<file path="config.mk">
export PLATFORM = sky130hd
export DESIGN_NAME = cpu_top
export DESIGN_NICKNAME = d
export VERILOG_FILES = /design/src/source/bus_pkg.sv /design/src/source/isa_pkg.sv /design/src/source/cpu_top.sv /design/src/source/pipeline_core.sv /design/src/source/mem_arbiter.sv /design/src/source/instr_decoder.sv /design/src/source/hazard_unit.sv
export VERILOG_INCLUDE_DIRS = /design/src /design/src/source
export SDC_FILE = /design/constraint.sdc
export NUM_CORES = 2
export LEC_CHECK = 0
export ABC_AREA = 0
export ABC_CLOCK_PERIOD_IN_PS = 24900
export BUFFER_PORTS_ARGS = -buffer_cell sky130_fd_sc_hd__buf_2
export CAP_MARGIN = 20
export CORE_MARGIN = 2
export CORE_UTILIZATION = 55
export CTS_CLUSTER_DIAMETER = 100
export DETAILED_ROUTE_END_ITERATION = 12
export GPL_TIMING_DRIVEN = 0
export PLACE_DENSITY_LB_ADDON = 0.05
export SLEW_MARGIN = 20
export SYNTH_ARGS = -nofsm -noshare
export SYNTH_HDL_FRONTEND = slang
export SYNTH_SLANG_ARGS = --single-unit
</file>
<file path="constraint.sdc">
create_clock -name clk -period 24.9 [get_ports clk]
set_clock_uncertainty 0.05 [all_clocks]
set_input_delay 2.49 -clock clk [delete_from_list [all_inputs] [get_ports clk]]
set_output_delay 2.49 -clock clk [all_outputs]
set_load 0.03 [all_outputs]
</file>
<file path="src/source/core_macros.svh">
// core-wide widths, register count and memory map
// shared by the packages and the pipeline core

`ifndef CORE_MACROS_SVH
`define CORE_MACROS_SVH

// data path word width
`define DATA_W 32

// register file
`define REG_AW 5
`define REG_COUNT 32

// memory holds 2**MEM_AW words, code and data share it
`define MEM_AW 10
`define MEM_WORDS 1024

// word address of the first fetch after reset
`define RESET_PC 0

`endif
</file>
<file path="src/source/bus_pkg.sv">
// shared memory bus types
`include "core_macros.svh"

package bus_pkg;
	// word address, used for pc, data address and bus address
	typedef logic [`MEM_AW-1:0] memAddr_t;

	// owner of the memory bus
	typedef enum logic [1:0] {
		arbIdle,
		arbInstr,
		arbData
	} arbState_t;
endpackage

</file>
<file path="src/source/isa_pkg.sv">
// instruction-set types for the integer subset
// opcode and funct encodings, alu operations, forward selects
`include "core_macros.svh"

package isa_pkg;
	typedef logic [`DATA_W-1:0] word_t;
	typedef logic [`REG_AW-1:0] regAddr_t;
	typedef logic [5:0] opcode_t;

	// primary opcodes, instr[31:26]
	localparam opcode_t opRType = 6'h00;
	localparam opcode_t opJ     = 6'h02;
	localparam opcode_t opBeq   = 6'h04;
	localparam opcode_t opBne   = 6'h05;
	localparam opcode_t opAddi  = 6'h08;
	localparam opcode_t opLw    = 6'h23;
	localparam opcode_t opSw    = 6'h2b;

	// r-type funct codes, instr[5:0], same width as an opcode
	localparam opcode_t fnJr  = 6'h08;
	localparam opcode_t fnAdd = 6'h20;
	localparam opcode_t fnSub = 6'h22;
	localparam opcode_t fnAnd = 6'h24;
	localparam opcode_t fnOr  = 6'h25;
	localparam opcode_t fnSlt = 6'h2a;

	typedef enum logic [2:0] {aluAdd, aluSub, aluAnd, aluOr, aluSlt} aluOp_t;

	// execute-stage operand source
	localparam logic [1:0] fwdReg     = 2'b00;
	localparam logic [1:0] fwdResultW = 2'b01;
	localparam logic [1:0] fwdAluOutM = 2'b10;
endpackage

</file>
<file path="src/source/cpu_top.sv">
// processor top: pipeline, decoder, hazard unit and bus arbiter
// on one external memory bus
`timescale 1ns/100ps

module cpu_top (
	input  logic clk, rstN,
	output logic memReq, memWe,
	output bus_pkg::memAddr_t memAddr,
	output isa_pkg::word_t memWData,
	input  isa_pkg::word_t memRData,
	input  logic memReady
);
	// core and arbiter
	isa_pkg::word_t iData, dRData, dWData;
	bus_pkg::memAddr_t iAddr, dAddr;
	logic dWe, Iwait, Dwait, memaccessM;
	// decoder
	isa_pkg::word_t instrD;
	logic regwriteD, memtoregD, memwriteD, aluSrcD, regDstD;
	logic branchD, branchNeD, jumpD, jrD;
	isa_pkg::aluOp_t aluOpD;
	// hazard unit
	isa_pkg::regAddr_t rsD, rtD, rsE, rtE, writeregE, writeregM, writeregW;
	logic memtoregE, memtoregM, memwriteM, regwriteE, regwriteM, regwriteW;
	logic br_takenD, forwardAD, forwardBD;
	logic [1:0] forwardAE, forwardBE;
	logic stallF, stallD, stallE, stallM, stallW, flushD, flushE;

	pipeline_core uCore (
		.clk, .rstN, .iData, .dRData, .iAddr, .dAddr, .dWData, .dWe, .instrD,
		.regwrite(regwriteD), .memtoreg(memtoregD), .memwrite(memwriteD),
		.branch(branchD), .branchNe(branchNeD), .jump(jumpD), .jr(jrD),
		.aluSrc(aluSrcD), .regDst(regDstD), .aluOp(aluOpD),
		.forwardAD, .forwardBD, .forwardAE, .forwardBE,
		.stallF, .stallD, .stallE, .stallM, .stallW, .flushD, .flushE,
		.rsD, .rtD, .rsE, .rtE, .writeregE, .writeregM, .writeregW,
		.memtoregE, .memtoregM, .memwriteM, .regwriteE, .regwriteM, .regwriteW,
		.br_takenD
	);

	instr_decoder uDecoder (
		.instrD, .regwrite(regwriteD), .memtoreg(memtoregD), .memwrite(memwriteD),
		.branch(branchD), .branchNe(branchNeD), .jump(jumpD), .jr(jrD),
		.aluSrc(aluSrcD), .regDst(regDstD), .aluOp(aluOpD)
	);

	hazard_unit uHazard (
		.Iwait, .Dwait, .branchD, .jumpD, .jrD, .br_takenD,
		.memtoregE, .regwriteE, .memtoregM, .regwriteM, .memwriteM, .regwriteW,
		.rsD, .rtD, .rsE, .rtE, .writeregE, .writeregM, .writeregW,
		.forwardAD, .forwardBD, .forwardAE, .forwardBE,
		.stallF, .stallD, .stallE, .stallM, .stallW, .flushD, .flushE, .memaccessM
	);

	// fetch requests whenever the core is out of reset
	mem_arbiter uArbiter (
		.clk, .rstN, .iReq(rstN), .dReq(memaccessM), .dWe, .iAddr, .dAddr, .dWData,
		.iData, .dRData, .Iwait, .Dwait, .memReq, .memWe, .memAddr, .memWData,
		.memRData, .memReady
	);
endmodule : cpu_top

</file>
<file path="src/source/pipeline_core.sv">
// five-stage integer pipeline: fetch, decode, execute, memory, writeback
// pc, register file, alu, stage registers and decode-stage branch resolve
`timescale 1ns/100ps
`include "core_macros.svh"

module pipeline_core (
	input  logic clk, rstN,
	// memory ports, pc and data address are word addresses
	input  isa_pkg::word_t iData, dRData,
	output bus_pkg::memAddr_t iAddr, dAddr,
	output isa_pkg::word_t dWData,
	output logic dWe,
	// decoder
	output isa_pkg::word_t instrD,
	input  logic regwrite, memtoreg, memwrite,
	input  logic branch, branchNe, jump, jr,
	input  logic aluSrc, regDst,
	input  isa_pkg::aluOp_t aluOp,
	// hazard unit
	input  logic forwardAD, forwardBD,
	input  logic [1:0] forwardAE, forwardBE,
	input  logic stallF, stallD, stallE, stallM, stallW,
	input  logic flushD, flushE,
	output isa_pkg::regAddr_t rsD, rtD, rsE, rtE,
	output isa_pkg::regAddr_t writeregE, writeregM, writeregW,
	output logic memtoregE, memtoregM, memwriteM,
	output logic regwriteE, regwriteM, regwriteW,
	output logic br_takenD
);
	// fetch
	bus_pkg::memAddr_t pcF, pcPlus1F, pcNextF;
	// decode
	bus_pkg::memAddr_t pcPlus1D, brTargetD, jTargetD, jrTargetD;
	isa_pkg::regAddr_t rdD, writeregD;
	isa_pkg::word_t immD, rd1D, rd2D, srcAD, srcBD;
	isa_pkg::word_t regFile [`REG_COUNT];
	// execute
	logic memwriteE, aluSrcE;
	isa_pkg::aluOp_t aluOpE;
	isa_pkg::word_t rd1E, rd2E, immE, srcAE, srcBE, writeDataE, aluOutE;
	// memory and writeback
	isa_pkg::word_t aluOutM, writeDataM;
	logic memtoregW;
	isa_pkg::word_t aluOutW, readDataW, resultW;

	assign pcPlus1F = pcF + 1'b1;
	assign iAddr = pcF;

	// redirects only land when fetch advances, so decode is resolved then
	always_comb begin
		if (jr)
			pcNextF = jrTargetD;
		else if (jump)
			pcNextF = jTargetD;
		else if (br_takenD)
			pcNextF = brTargetD;
		else
			pcNextF = pcPlus1F;
	end

	always_ff @(posedge clk) begin
		if (!rstN)
			pcF <= bus_pkg::memAddr_t'(`RESET_PC);
		else if (!stallF)
			pcF <= pcNextF;
	end

	// F/D, an all-zero word decodes as a no-op
	always_ff @(posedge clk) begin
		if (!rstN || (flushD && !stallD))
			instrD <= '0;
		else if (!stallD)
			instrD <= iData;
	end

	always_ff @(posedge clk) begin
		if (!stallD)
			pcPlus1D <= pcPlus1F;
	end

	assign rsD = instrD[25:21];
	assign rtD = instrD[20:16];
	assign rdD = instrD[15:11];
	assign immD = {{(`DATA_W-16){instrD[15]}}, instrD[15:0]};
	assign writeregD = regDst ? rdD : rtD;

	// register file, contents undefined until written
	always_ff @(posedge clk) begin
		if (regwriteW && writeregW != '0)
			regFile[writeregW] <= resultW;
	end

	// read-through gives decode the value written this cycle
	assign rd1D = (rsD == '0) ? '0 :
		(regwriteW && writeregW == rsD) ? resultW : regFile[rsD];
	assign rd2D = (rtD == '0) ? '0 :
		(regwriteW && writeregW == rtD) ? resultW : regFile[rtD];

	// branch compare after the memory-stage bypass
	assign srcAD = forwardAD ? aluOutM : rd1D;
	assign srcBD = forwardBD ? aluOutM : rd2D;
	assign br_takenD = branch && ((srcAD == srcBD) != branchNe);

	// branch offset and j field count words, jr register holds a byte address
	assign brTargetD = pcPlus1D + immD[`MEM_AW-1:0];
	assign jTargetD = instrD[`MEM_AW-1:0];
	assign jrTargetD = srcAD[`MEM_AW+1:2];

	// D/E, bubble clears the write enables
	always_ff @(posedge clk) begin
		if (!rstN || (flushE && !stallE)) begin
			regwriteE <= 1'b0;
			memtoregE <= 1'b0;
			memwriteE <= 1'b0;
		end else if (!stallE) begin
			regwriteE <= regwrite;
			memtoregE <= memtoreg;
			memwriteE <= memwrite;
		end
	end

	always_ff @(posedge clk) begin
		if (!stallE) begin
			aluSrcE <= aluSrc;
			aluOpE <= aluOp;
			rd1E <= rd1D;
			rd2E <= rd2D;
			immE <= immD;
			rsE <= rsD;
			rtE <= rtD;
			writeregE <= writeregD;
		end
	end

	always_comb begin
		case (forwardAE)
			isa_pkg::fwdResultW: srcAE = resultW;
			isa_pkg::fwdAluOutM: srcAE = aluOutM;
			default: srcAE = rd1E;
		endcase
		// store data takes the same bypass as operand b
		case (forwardBE)
			isa_pkg::fwdResultW: writeDataE = resultW;
			isa_pkg::fwdAluOutM: writeDataE = aluOutM;
			default: writeDataE = rd2E;
		endcase
	end

	assign srcBE = aluSrcE ? immE : writeDataE;

	always_comb begin
		case (aluOpE)
			isa_pkg::aluSub: aluOutE = srcAE - srcBE;
			isa_pkg::aluAnd: aluOutE = srcAE & srcBE;
			isa_pkg::aluOr: aluOutE = srcAE | srcBE;
			// signed compare
			isa_pkg::aluSlt: aluOutE = isa_pkg::word_t'($signed(srcAE) < $signed(srcBE));
			default: aluOutE = srcAE + srcBE;
		endcase
	end

	// E/M
	always_ff @(posedge clk) begin
		if (!rstN) begin
			regwriteM <= 1'b0;
			memtoregM <= 1'b0;
			memwriteM <= 1'b0;
		end else if (!stallM) begin
			regwriteM <= regwriteE;
			memtoregM <= memtoregE;
			memwriteM <= memwriteE;
		end
	end

	always_ff @(posedge clk) begin
		if (!stallM) begin
			aluOutM <= aluOutE;
			writeDataM <= writeDataE;
			writeregM <= writeregE;
		end
	end

	// byte address from the alu, word address on the bus
	assign dAddr = aluOutM[`MEM_AW+1:2];
	assign dWData = writeDataM;
	assign dWe = memwriteM;

	// M/W, load data captured in its ready cycle
	always_ff @(posedge clk) begin
		if (!rstN) begin
			regwriteW <= 1'b0;
			memtoregW <= 1'b0;
		end else if (!stallW) begin
			regwriteW <= regwriteM;
			memtoregW <= memtoregM;
		end
	end

	always_ff @(posedge clk) begin
		if (!stallW) begin
			aluOutW <= aluOutM;
			readDataW <= dRData;
			writeregW <= writeregM;
		end
	end

	assign resultW = memtoregW ? readDataW : aluOutW;
endmodule : pipeline_core

</file>
<file path="src/source/mem_arbiter.sv">
// memory bus arbiter: one access at a time, data before instruction
// returns the read word and a wait to each requester
`timescale 1ns/100ps

module mem_arbiter (
	input  logic clk, rstN,
	input  logic iReq, dReq, dWe,
	input  bus_pkg::memAddr_t iAddr, dAddr,
	input  isa_pkg::word_t dWData,
	output isa_pkg::word_t iData, dRData,
	output logic Iwait, Dwait,
	output logic memReq, memWe,
	output bus_pkg::memAddr_t memAddr,
	output isa_pkg::word_t memWData,
	input  isa_pkg::word_t memRData,
	input  logic memReady
);
	bus_pkg::arbState_t state, stateNext;
	logic iDone, dDone;

	assign iDone = (state == bus_pkg::arbInstr) && memReady;
	assign dDone = (state == bus_pkg::arbData) && memReady;

	always_comb begin
		stateNext = state;
		case (state)
			bus_pkg::arbIdle:
				if (dReq)
					stateNext = bus_pkg::arbData;
				else if (iReq)
					stateNext = bus_pkg::arbInstr;
			// after a fetch the data side is a separate pending request
			bus_pkg::arbInstr:
				if (memReady)
					stateNext = dReq ? bus_pkg::arbData :
						iReq ? bus_pkg::arbInstr : bus_pkg::arbIdle;
			// the completing dReq belongs to the access just finished
			bus_pkg::arbData:
				if (memReady)
					stateNext = iReq ? bus_pkg::arbInstr : bus_pkg::arbIdle;
			default: stateNext = bus_pkg::arbIdle;
		endcase
	end

	always_ff @(posedge clk) begin
		if (!rstN)
			state <= bus_pkg::arbIdle;
		else
			state <= stateNext;
	end

	// bus side, address held by the stalled requester
	assign memReq = (state != bus_pkg::arbIdle);
	assign memAddr = (state == bus_pkg::arbData) ? dAddr : iAddr;
	assign memWe = (state == bus_pkg::arbData) && dWe;
	assign memWData = dWData;

	// read word valid in the completion cycle only
	assign iData = memRData;
	assign dRData = memRData;
	assign Iwait = iReq && !iDone;
	assign Dwait = dReq && !dDone;
endmodule : mem_arbiter

</file>
<file path="src/source/instr_decoder.sv">
// instruction decoder: opcode and funct to datapath control levels
`timescale 1ns/100ps

module instr_decoder (
	input  isa_pkg::word_t instrD,
	output logic regwrite, memtoreg, memwrite,
	output logic branch, branchNe, jump, jr,
	output logic aluSrc, regDst,
	output isa_pkg::aluOp_t aluOp
);
	isa_pkg::opcode_t opcode, funct;

	assign opcode = instrD[31:26];
	assign funct = instrD[5:0];

	always_comb begin
		// unknown encodings fall out as a no-op
		regwrite = 1'b0;
		memtoreg = 1'b0;
		memwrite = 1'b0;
		branch = 1'b0;
		branchNe = 1'b0;
		jump = 1'b0;
		jr = 1'b0;
		aluSrc = 1'b0;
		regDst = 1'b0;
		aluOp = isa_pkg::aluAdd;

		case (opcode)
			isa_pkg::opRType: begin
				regDst = 1'b1;
				case (funct)
					isa_pkg::fnAdd: regwrite = 1'b1;
					isa_pkg::fnSub: begin
						regwrite = 1'b1;
						aluOp = isa_pkg::aluSub;
					end
					isa_pkg::fnAnd: begin
						regwrite = 1'b1;
						aluOp = isa_pkg::aluAnd;
					end
					isa_pkg::fnOr: begin
						regwrite = 1'b1;
						aluOp = isa_pkg::aluOr;
					end
					isa_pkg::fnSlt: begin
						regwrite = 1'b1;
						aluOp = isa_pkg::aluSlt;
					end
					isa_pkg::fnJr: jr = 1'b1;
					default: regDst = 1'b0;
				endcase
			end
			// immediate forms add rs and the sign-extended offset
			isa_pkg::opAddi: begin
				regwrite = 1'b1;
				aluSrc = 1'b1;
			end
			isa_pkg::opLw: begin
				regwrite = 1'b1;
				memtoreg = 1'b1;
				aluSrc = 1'b1;
			end
			isa_pkg::opSw: begin
				memwrite = 1'b1;
				aluSrc = 1'b1;
			end
			isa_pkg::opBeq: branch = 1'b1;
			isa_pkg::opBne: begin
				branch = 1'b1;
				branchNe = 1'b1;
			end
			isa_pkg::opJ: jump = 1'b1;
			default: regwrite = 1'b0;
		endcase
	end
endmodule : instr_decoder

</file>
<file path="src/source/hazard_unit.sv">
// hazard unit: bypass selects, load-use and branch stalls,
// memory freeze and per-stage stall and flush controls
`timescale 1ns/100ps

module hazard_unit (
	input  logic Iwait, Dwait,
	input  logic branchD, jumpD, jrD, br_takenD,
	input  logic memtoregE, regwriteE,
	input  logic memtoregM, regwriteM, memwriteM,
	input  logic regwriteW,
	input  isa_pkg::regAddr_t rsD, rtD, rsE, rtE,
	input  isa_pkg::regAddr_t writeregE, writeregM, writeregW,
	output logic forwardAD, forwardBD,
	output logic [1:0] forwardAE, forwardBE,
	output logic stallF, stallD, stallE, stallM, stallW,
	output logic flushD, flushE,
	output logic memaccessM
);
	logic lwstall, branchstall, memstall, redirectWait, holdD;

	// execute bypass, memory stage wins over writeback
	always_comb begin
		if (rsE != '0 && rsE == writeregM && regwriteM)
			forwardAE = isa_pkg::fwdAluOutM;
		else if (rsE != '0 && rsE == writeregW && regwriteW)
			forwardAE = isa_pkg::fwdResultW;
		else
			forwardAE = isa_pkg::fwdReg;

		if (rtE != '0 && rtE == writeregM && regwriteM)
			forwardBE = isa_pkg::fwdAluOutM;
		else if (rtE != '0 && rtE == writeregW && regwriteW)
			forwardBE = isa_pkg::fwdResultW;
		else
			forwardBE = isa_pkg::fwdReg;
	end

	// decode bypass for the branch compare and jr target
	// writeback values come through the register file read
	assign forwardAD = (rsD != '0) && (rsD == writeregM) && regwriteM;
	assign forwardBD = (rtD != '0) && (rtD == writeregM) && regwriteM;

	always_comb begin
		// data access pending in memory stage
		memaccessM = memtoregM | memwriteM;
		memstall = Dwait & memaccessM;

		// load in execute feeding the instruction in decode
		lwstall = memtoregE && ((writeregE == rsD) || (writeregE == rtD));

		// branch or jr operand still being produced in E, or loaded in M
		branchstall = (branchD | jrD) &&
			((regwriteE && ((writeregE == rsD) || (writeregE == rtD))) ||
			(memtoregM && ((writeregM == rsD) || (writeregM == rtD))));

		// a redirect waits in decode while the pc is busy with a fetch
		redirectWait = (branchD | jumpD | jrD) & Iwait;
		holdD = lwstall | branchstall | redirectWait;

		// Dwait freezes every stage
		stallF = holdD | memstall | Iwait;
		stallD = holdD | memstall;
		stallE = memstall;
		stallM = memstall;
		stallW = memstall;

		// decode bubble on a missing fetch or the fetch after a redirect
		// never together with a hold or a freeze
		flushD = (Iwait | br_takenD | jumpD | jrD) & !holdD & !memstall;
		// held decode leaves a bubble in execute
		flushE = holdD & !memstall;
	end
endmodule : hazard_unit

</file>
==> impl_results.rst <==
.. list-table::
   :header-rows: 1

   * - Metric
     - Value
   * - Post-route setup TNS
     - 0 ns
   * - Seq. cell area
     - 39410 um^2
   * - Total via count in the routed design
     - 51480
   * - Critical path fanouts, max
     - 10
   * - Power density over the cells
     - 90.87 nW/um^2
   * - Cell accounting for the most synthesized area
     - sky130_fd_sc_hd__edfxtp_1
   * - Half-perimeter wire length after detailed placement
     - 206900 um
   * - Post-CTS setup buffers
     - 0
   * - Sequential element share of the synthesized area
     - 57.89%
   * - Post-synthesis register bit count
     - 1333
   * - # setup viols final
     - 0
   * - Peak per-stage delay on the critical path
     - 1.23 ns
   * - Setup repair after global routing missed its margin
     - false
   * - Port Buf Inserts
     - 78
   * - DRC violation total after the first TritonRoute iteration
     - 9984
   * - Clock sink total
     - 1333
   * - Synthesis Warnings
     - 0
   * - Hold buffer count at cts
     - 0
   * - Element type at the critical path start
     - flop
   * - Main area contributors after synthesis
     - sky130_fd_sc_hd__edfxtp_1, sky130_fd_sc_hd__mux4_2, sky130_fd_sc_hd__mux2i_1
   * - Routed wire length
     - 293300 um
   * - Kind of end point of the critical path
     - flop
   * - Count of boundary I/O pins
     - 79
   * - Leakage dissipation
     - 25.91 nW
   * - Average size of a mapped cell
     - 14.20 um^2
   * - DIE WIDTH
     - 355.8 um
   * - Initial standard-cell utilization of the core
     - 55.20%
   * - Classification of the worst setup path
     - flop to flop
   * - Fraction of final layout cells with drive strength greater than 1
     - 20.43%
   * - Die Outline Area
     - 126600 um^2
   * - Vias in the first global route
     - 48130
   * - First-pass iteration count of the detailed router
     - 9
   * - Run status
     - complete, no violations
   * - Number of endpoints with negative hold slack in the final report
     - 0
   * - Post-CTS sizing
     - 0
   * - Unique cell type count in the Yosys netlist
     - 87
   * - Worst Hold Class
     - flop to flop
   * - Max_slew headroom
     - 6.989%
   * - Library cell appearing most often on the critical path
     - sky130_fd_sc_hd__mux2i_1
   * - Maximum clock path buffer count
     - 3
   * - Least-Margin Pin Slew
     - 1.395 ns
   * - Cell-by-cell trace of the critical path
     - clkbuf_1 > clkinv_1 > nor2_1 > clkbuf_2 > nand3_1 > a41oi_1 > mux2i_1 > or3_1 > a2111oi_0 > o2bb2ai_1 > nor4b_4 > mux2i_1 > a21oi_2 > buf_2 > nor3_1
   * - Final global-route overflow total
     - 0
   * - Floorplan die height
     - 355.8 um
   * - Worst IR drop on VDD
     - 0.08013 mV
   * - Number of standard cells after synthesis
     - 4793
   * - Post-synth top flop
     - sky130_fd_sc_hd__edfxtp_1
   * - Pins Over Slew Limit
     - 0
   * - CTS tree
     - yes
   * - Pin count of the biggest net entering global routing
     - 79
   * - Area inside the core boundary
     - 123300 um^2
   * - Combined area of the multi-input logic cells
     - 26830 um^2
   * - # DRC
     - 0
   * - Number of maximum-capacitance constraint violations
     - 0
   * - Maximum clock frequency
     - 122.2 MHz
   * - Async set or reset register ratio after synthesis
     - 0%
   * - Global Route Usage Sum
     - 46.07%
   * - Wirelength per Cell
     - 42.46 um
   * - Shortest clock period the worst path allows after layout
     - 8.186 ns
   * - Number of rows created at floorplan
     - 129
   * - First-pass GRT wire length
     - 392700 um
   * - Level count of the clock H-tree
     - 4
   * - Share of the core filled with cells
     - 62.84%
   * - Vias per std cell
     - 7.451
   * - Mapped cell area
     - 68070 um^2
   * - WP data arrival
     - 8.80 ns
   * - Num CTS Buffers
     - 144
   * - Net count, final
     - 5283
   * - Placer's final routability congestion estimate
     - 0.9818
   * - Later-pin clock latency in the skew report
     - 0.82 ns
   * - Highest-delay cell along the critical path
     - sky130_fd_sc_hd__clkinv_1
   * - Filler cell count
     - 9280
   * - Clock-pin slew reported for the worst setup and hold paths after clock tree synthesis
     - 0.06 ns
   * - Layout overhead on the synthesized area
     - 13.84%
   * - Synth top area share
     - 56.07%
   * - EDFF count, synth
     - 1271
   * - Data required, critical path
     - 25.52 ns
   * - Clock tree root driver cell
     - sky130_fd_sc_hd__clkbuf_16
   * - Residual antenna-violating net count after detailed routing
     - 0
   * - Period Utilization, post-route
     - 32.88%
   * - Number of antenna violations at the first check in global routing
     - 23
-- power breakdown --
group / leakage (nW) / switching, mW / internal [mW]
clock: 2.23 / 0.950 / 1.19
combinational: 11.1 / 1.34 / 0.513
sequential: 12.6 / 0.159 / 2.88
total: 25.9 / 2.45 / 4.59
-- stage by stage --
step	instance area (um^2)	cells	hold slack (ns)	setup WS (ns)	total power, mW
6_report	77490	6909	0.3798	16.71	7.041
5_1_grt	77460	6896	0.3864	16.78	7.169
4_1_cts	77340	6885	0.3777	17.09	6.894
3_5_place_dp	72740	6625	0.3608	17.13	4.801
3_3_place_gp	70630	6539	0.3591	11.58	4.767
2_1_floorplan	68190	4824	0.3564	15.08	4.013
-- area by class of cell --
class	count	area share, %
Sequential cell	1333	50.85
Multi-Input combinational cell	3001	34.63
Clock inverter	90	1.067
Buffer	336	2.252
Antenna cell	19	0.06136
Inverter	154	0.7524
Timing Repair Buffer	169	2.884
Clock buffer	170	4.858
Tap cell	1637	2.643
-- sequential cells by signal (all words and copies together) (netlist names), 16 cells and up, named ones only --
| signal | flops |
|---|---|
| uCore.regFile | 1024 |
| uCore.aluOutM | 32 |
| uCore.aluOutW | 32 |
| uCore.dWData | 32 |
| uCore.instrD | 32 |
| uCore.rd1E | 32 |
| uCore.rd2E | 32 |
| uCore.readDataW | 32 |
| uCore.immE | 16 |
-- cell usage after synthesis (all sizes together) (34+ instances only) --
| library cell | instances |
|---|---|
| a211oi | 36 |
| a21oi | 214 |
| a221oi | 53 |
| a22oi | 162 |
| a31oi | 34 |
| buf | 167 |
| clkbuf | 169 |
| dfxtp | 62 |
| edfxtp | 1271 |
| ha | 106 |
| inv | 152 |
| mux2 | 37 |
| mux2i | 325 |
| mux4 | 414 |
| nand2 | 303 |
| nand3 | 91 |
| nor2 | 266 |
| nor3 | 88 |
| o21ai | 266 |
| o22ai | 67 |
| xnor2 | 61 |
-- path summary, 6_finish.rpt --
check	end	from	slack [ns]	cells after the start
worst max-delay path	uCore.instrD[16]	flop	16.71	15
worst min register to register	uCore.rtE[0]	uCore.instrD[16]	0.38	0
worst max register to register	uCore.instrD[16]	flop	16.71	15
worst min-delay path	uCore.rtE[0]	uCore.instrD[16]	0.38	0
-- logic make-up after synthesis --
kind of cell | count (synthesis) | share of synthesized area [%]
AOI/OAI and AO/OA | 1048 | 10.04
xor gates and xnor gates | 92 | 1.184
DFF | 1333 | 57.89
and+or+nand+nor | 944 | 6.398
other | 1 | 0.005509
adders and majority gates | 109 | 2.037
buffers and inverters | 490 | 3.353
muxes | 776 | 19.09
-- layer usage --
| layer | part of all wire (%) | wire length (um) | GRT usage [%] | vias to the layer above |
|---|---|---|---|---|
| met3 | 15 | 43620 | 17.43 | 1201 |
| met1 | 33 | 96570 | 56.25 | 25700 |
| met5 | 0.22 | 644 | 1.811 | - |
| met4 | 8.8 | 25890 | 32.92 | 26 |
| li1 | - | - | - | 19830 |
| met2 | 43 | 126600 | 67.34 | 4719 |
-- critical path, delay by kind of cell, from the launching register on --
kind                   cells  cell delay [ns]
buffers and inverters      4             2.56
and+or+nand+nor            5             2.34
AOI/OAI and AO/OA          4             1.77
muxes                      2             0.99
DFF                        1             0.31
-- cells in the final DEF, fill, tap and decap left out, types with 36 or more instances in the layout --
cell type	instances
sky130_fd_sc_hd__inv_1	147
sky130_fd_sc_hd__mux4_2	413
sky130_fd_sc_hd__clkbuf_1	163
sky130_fd_sc_hd__nand3_1	91
sky130_fd_sc_hd__nor2_1	228
sky130_fd_sc_hd__buf_2	156
sky130_fd_sc_hd__o21ai_0	261
sky130_fd_sc_hd__a211oi_1	36
sky130_fd_sc_hd__a22oi_1	162
sky130_fd_sc_hd__mux2_2	37
sky130_fd_sc_hd__buf_12	48
sky130_fd_sc_hd__mux2i_1	320
sky130_fd_sc_hd__ha_1	106
sky130_fd_sc_hd__xnor2_1	61
sky130_fd_sc_hd__buf_4	42
sky130_fd_sc_hd__a21oi_1	212
sky130_fd_sc_hd__clkinv_1	40
sky130_fd_sc_hd__clkbuf_16	147
sky130_fd_sc_hd__dfxtp_1	62
sky130_fd_sc_hd__nor3_1	86
sky130_fd_sc_hd__nand2_1	303
sky130_fd_sc_hd__a221oi_1	49
sky130_fd_sc_hd__o22ai_1	66
sky130_fd_sc_hd__edfxtp_1	1271
Power figures use the tool's default switching activity.
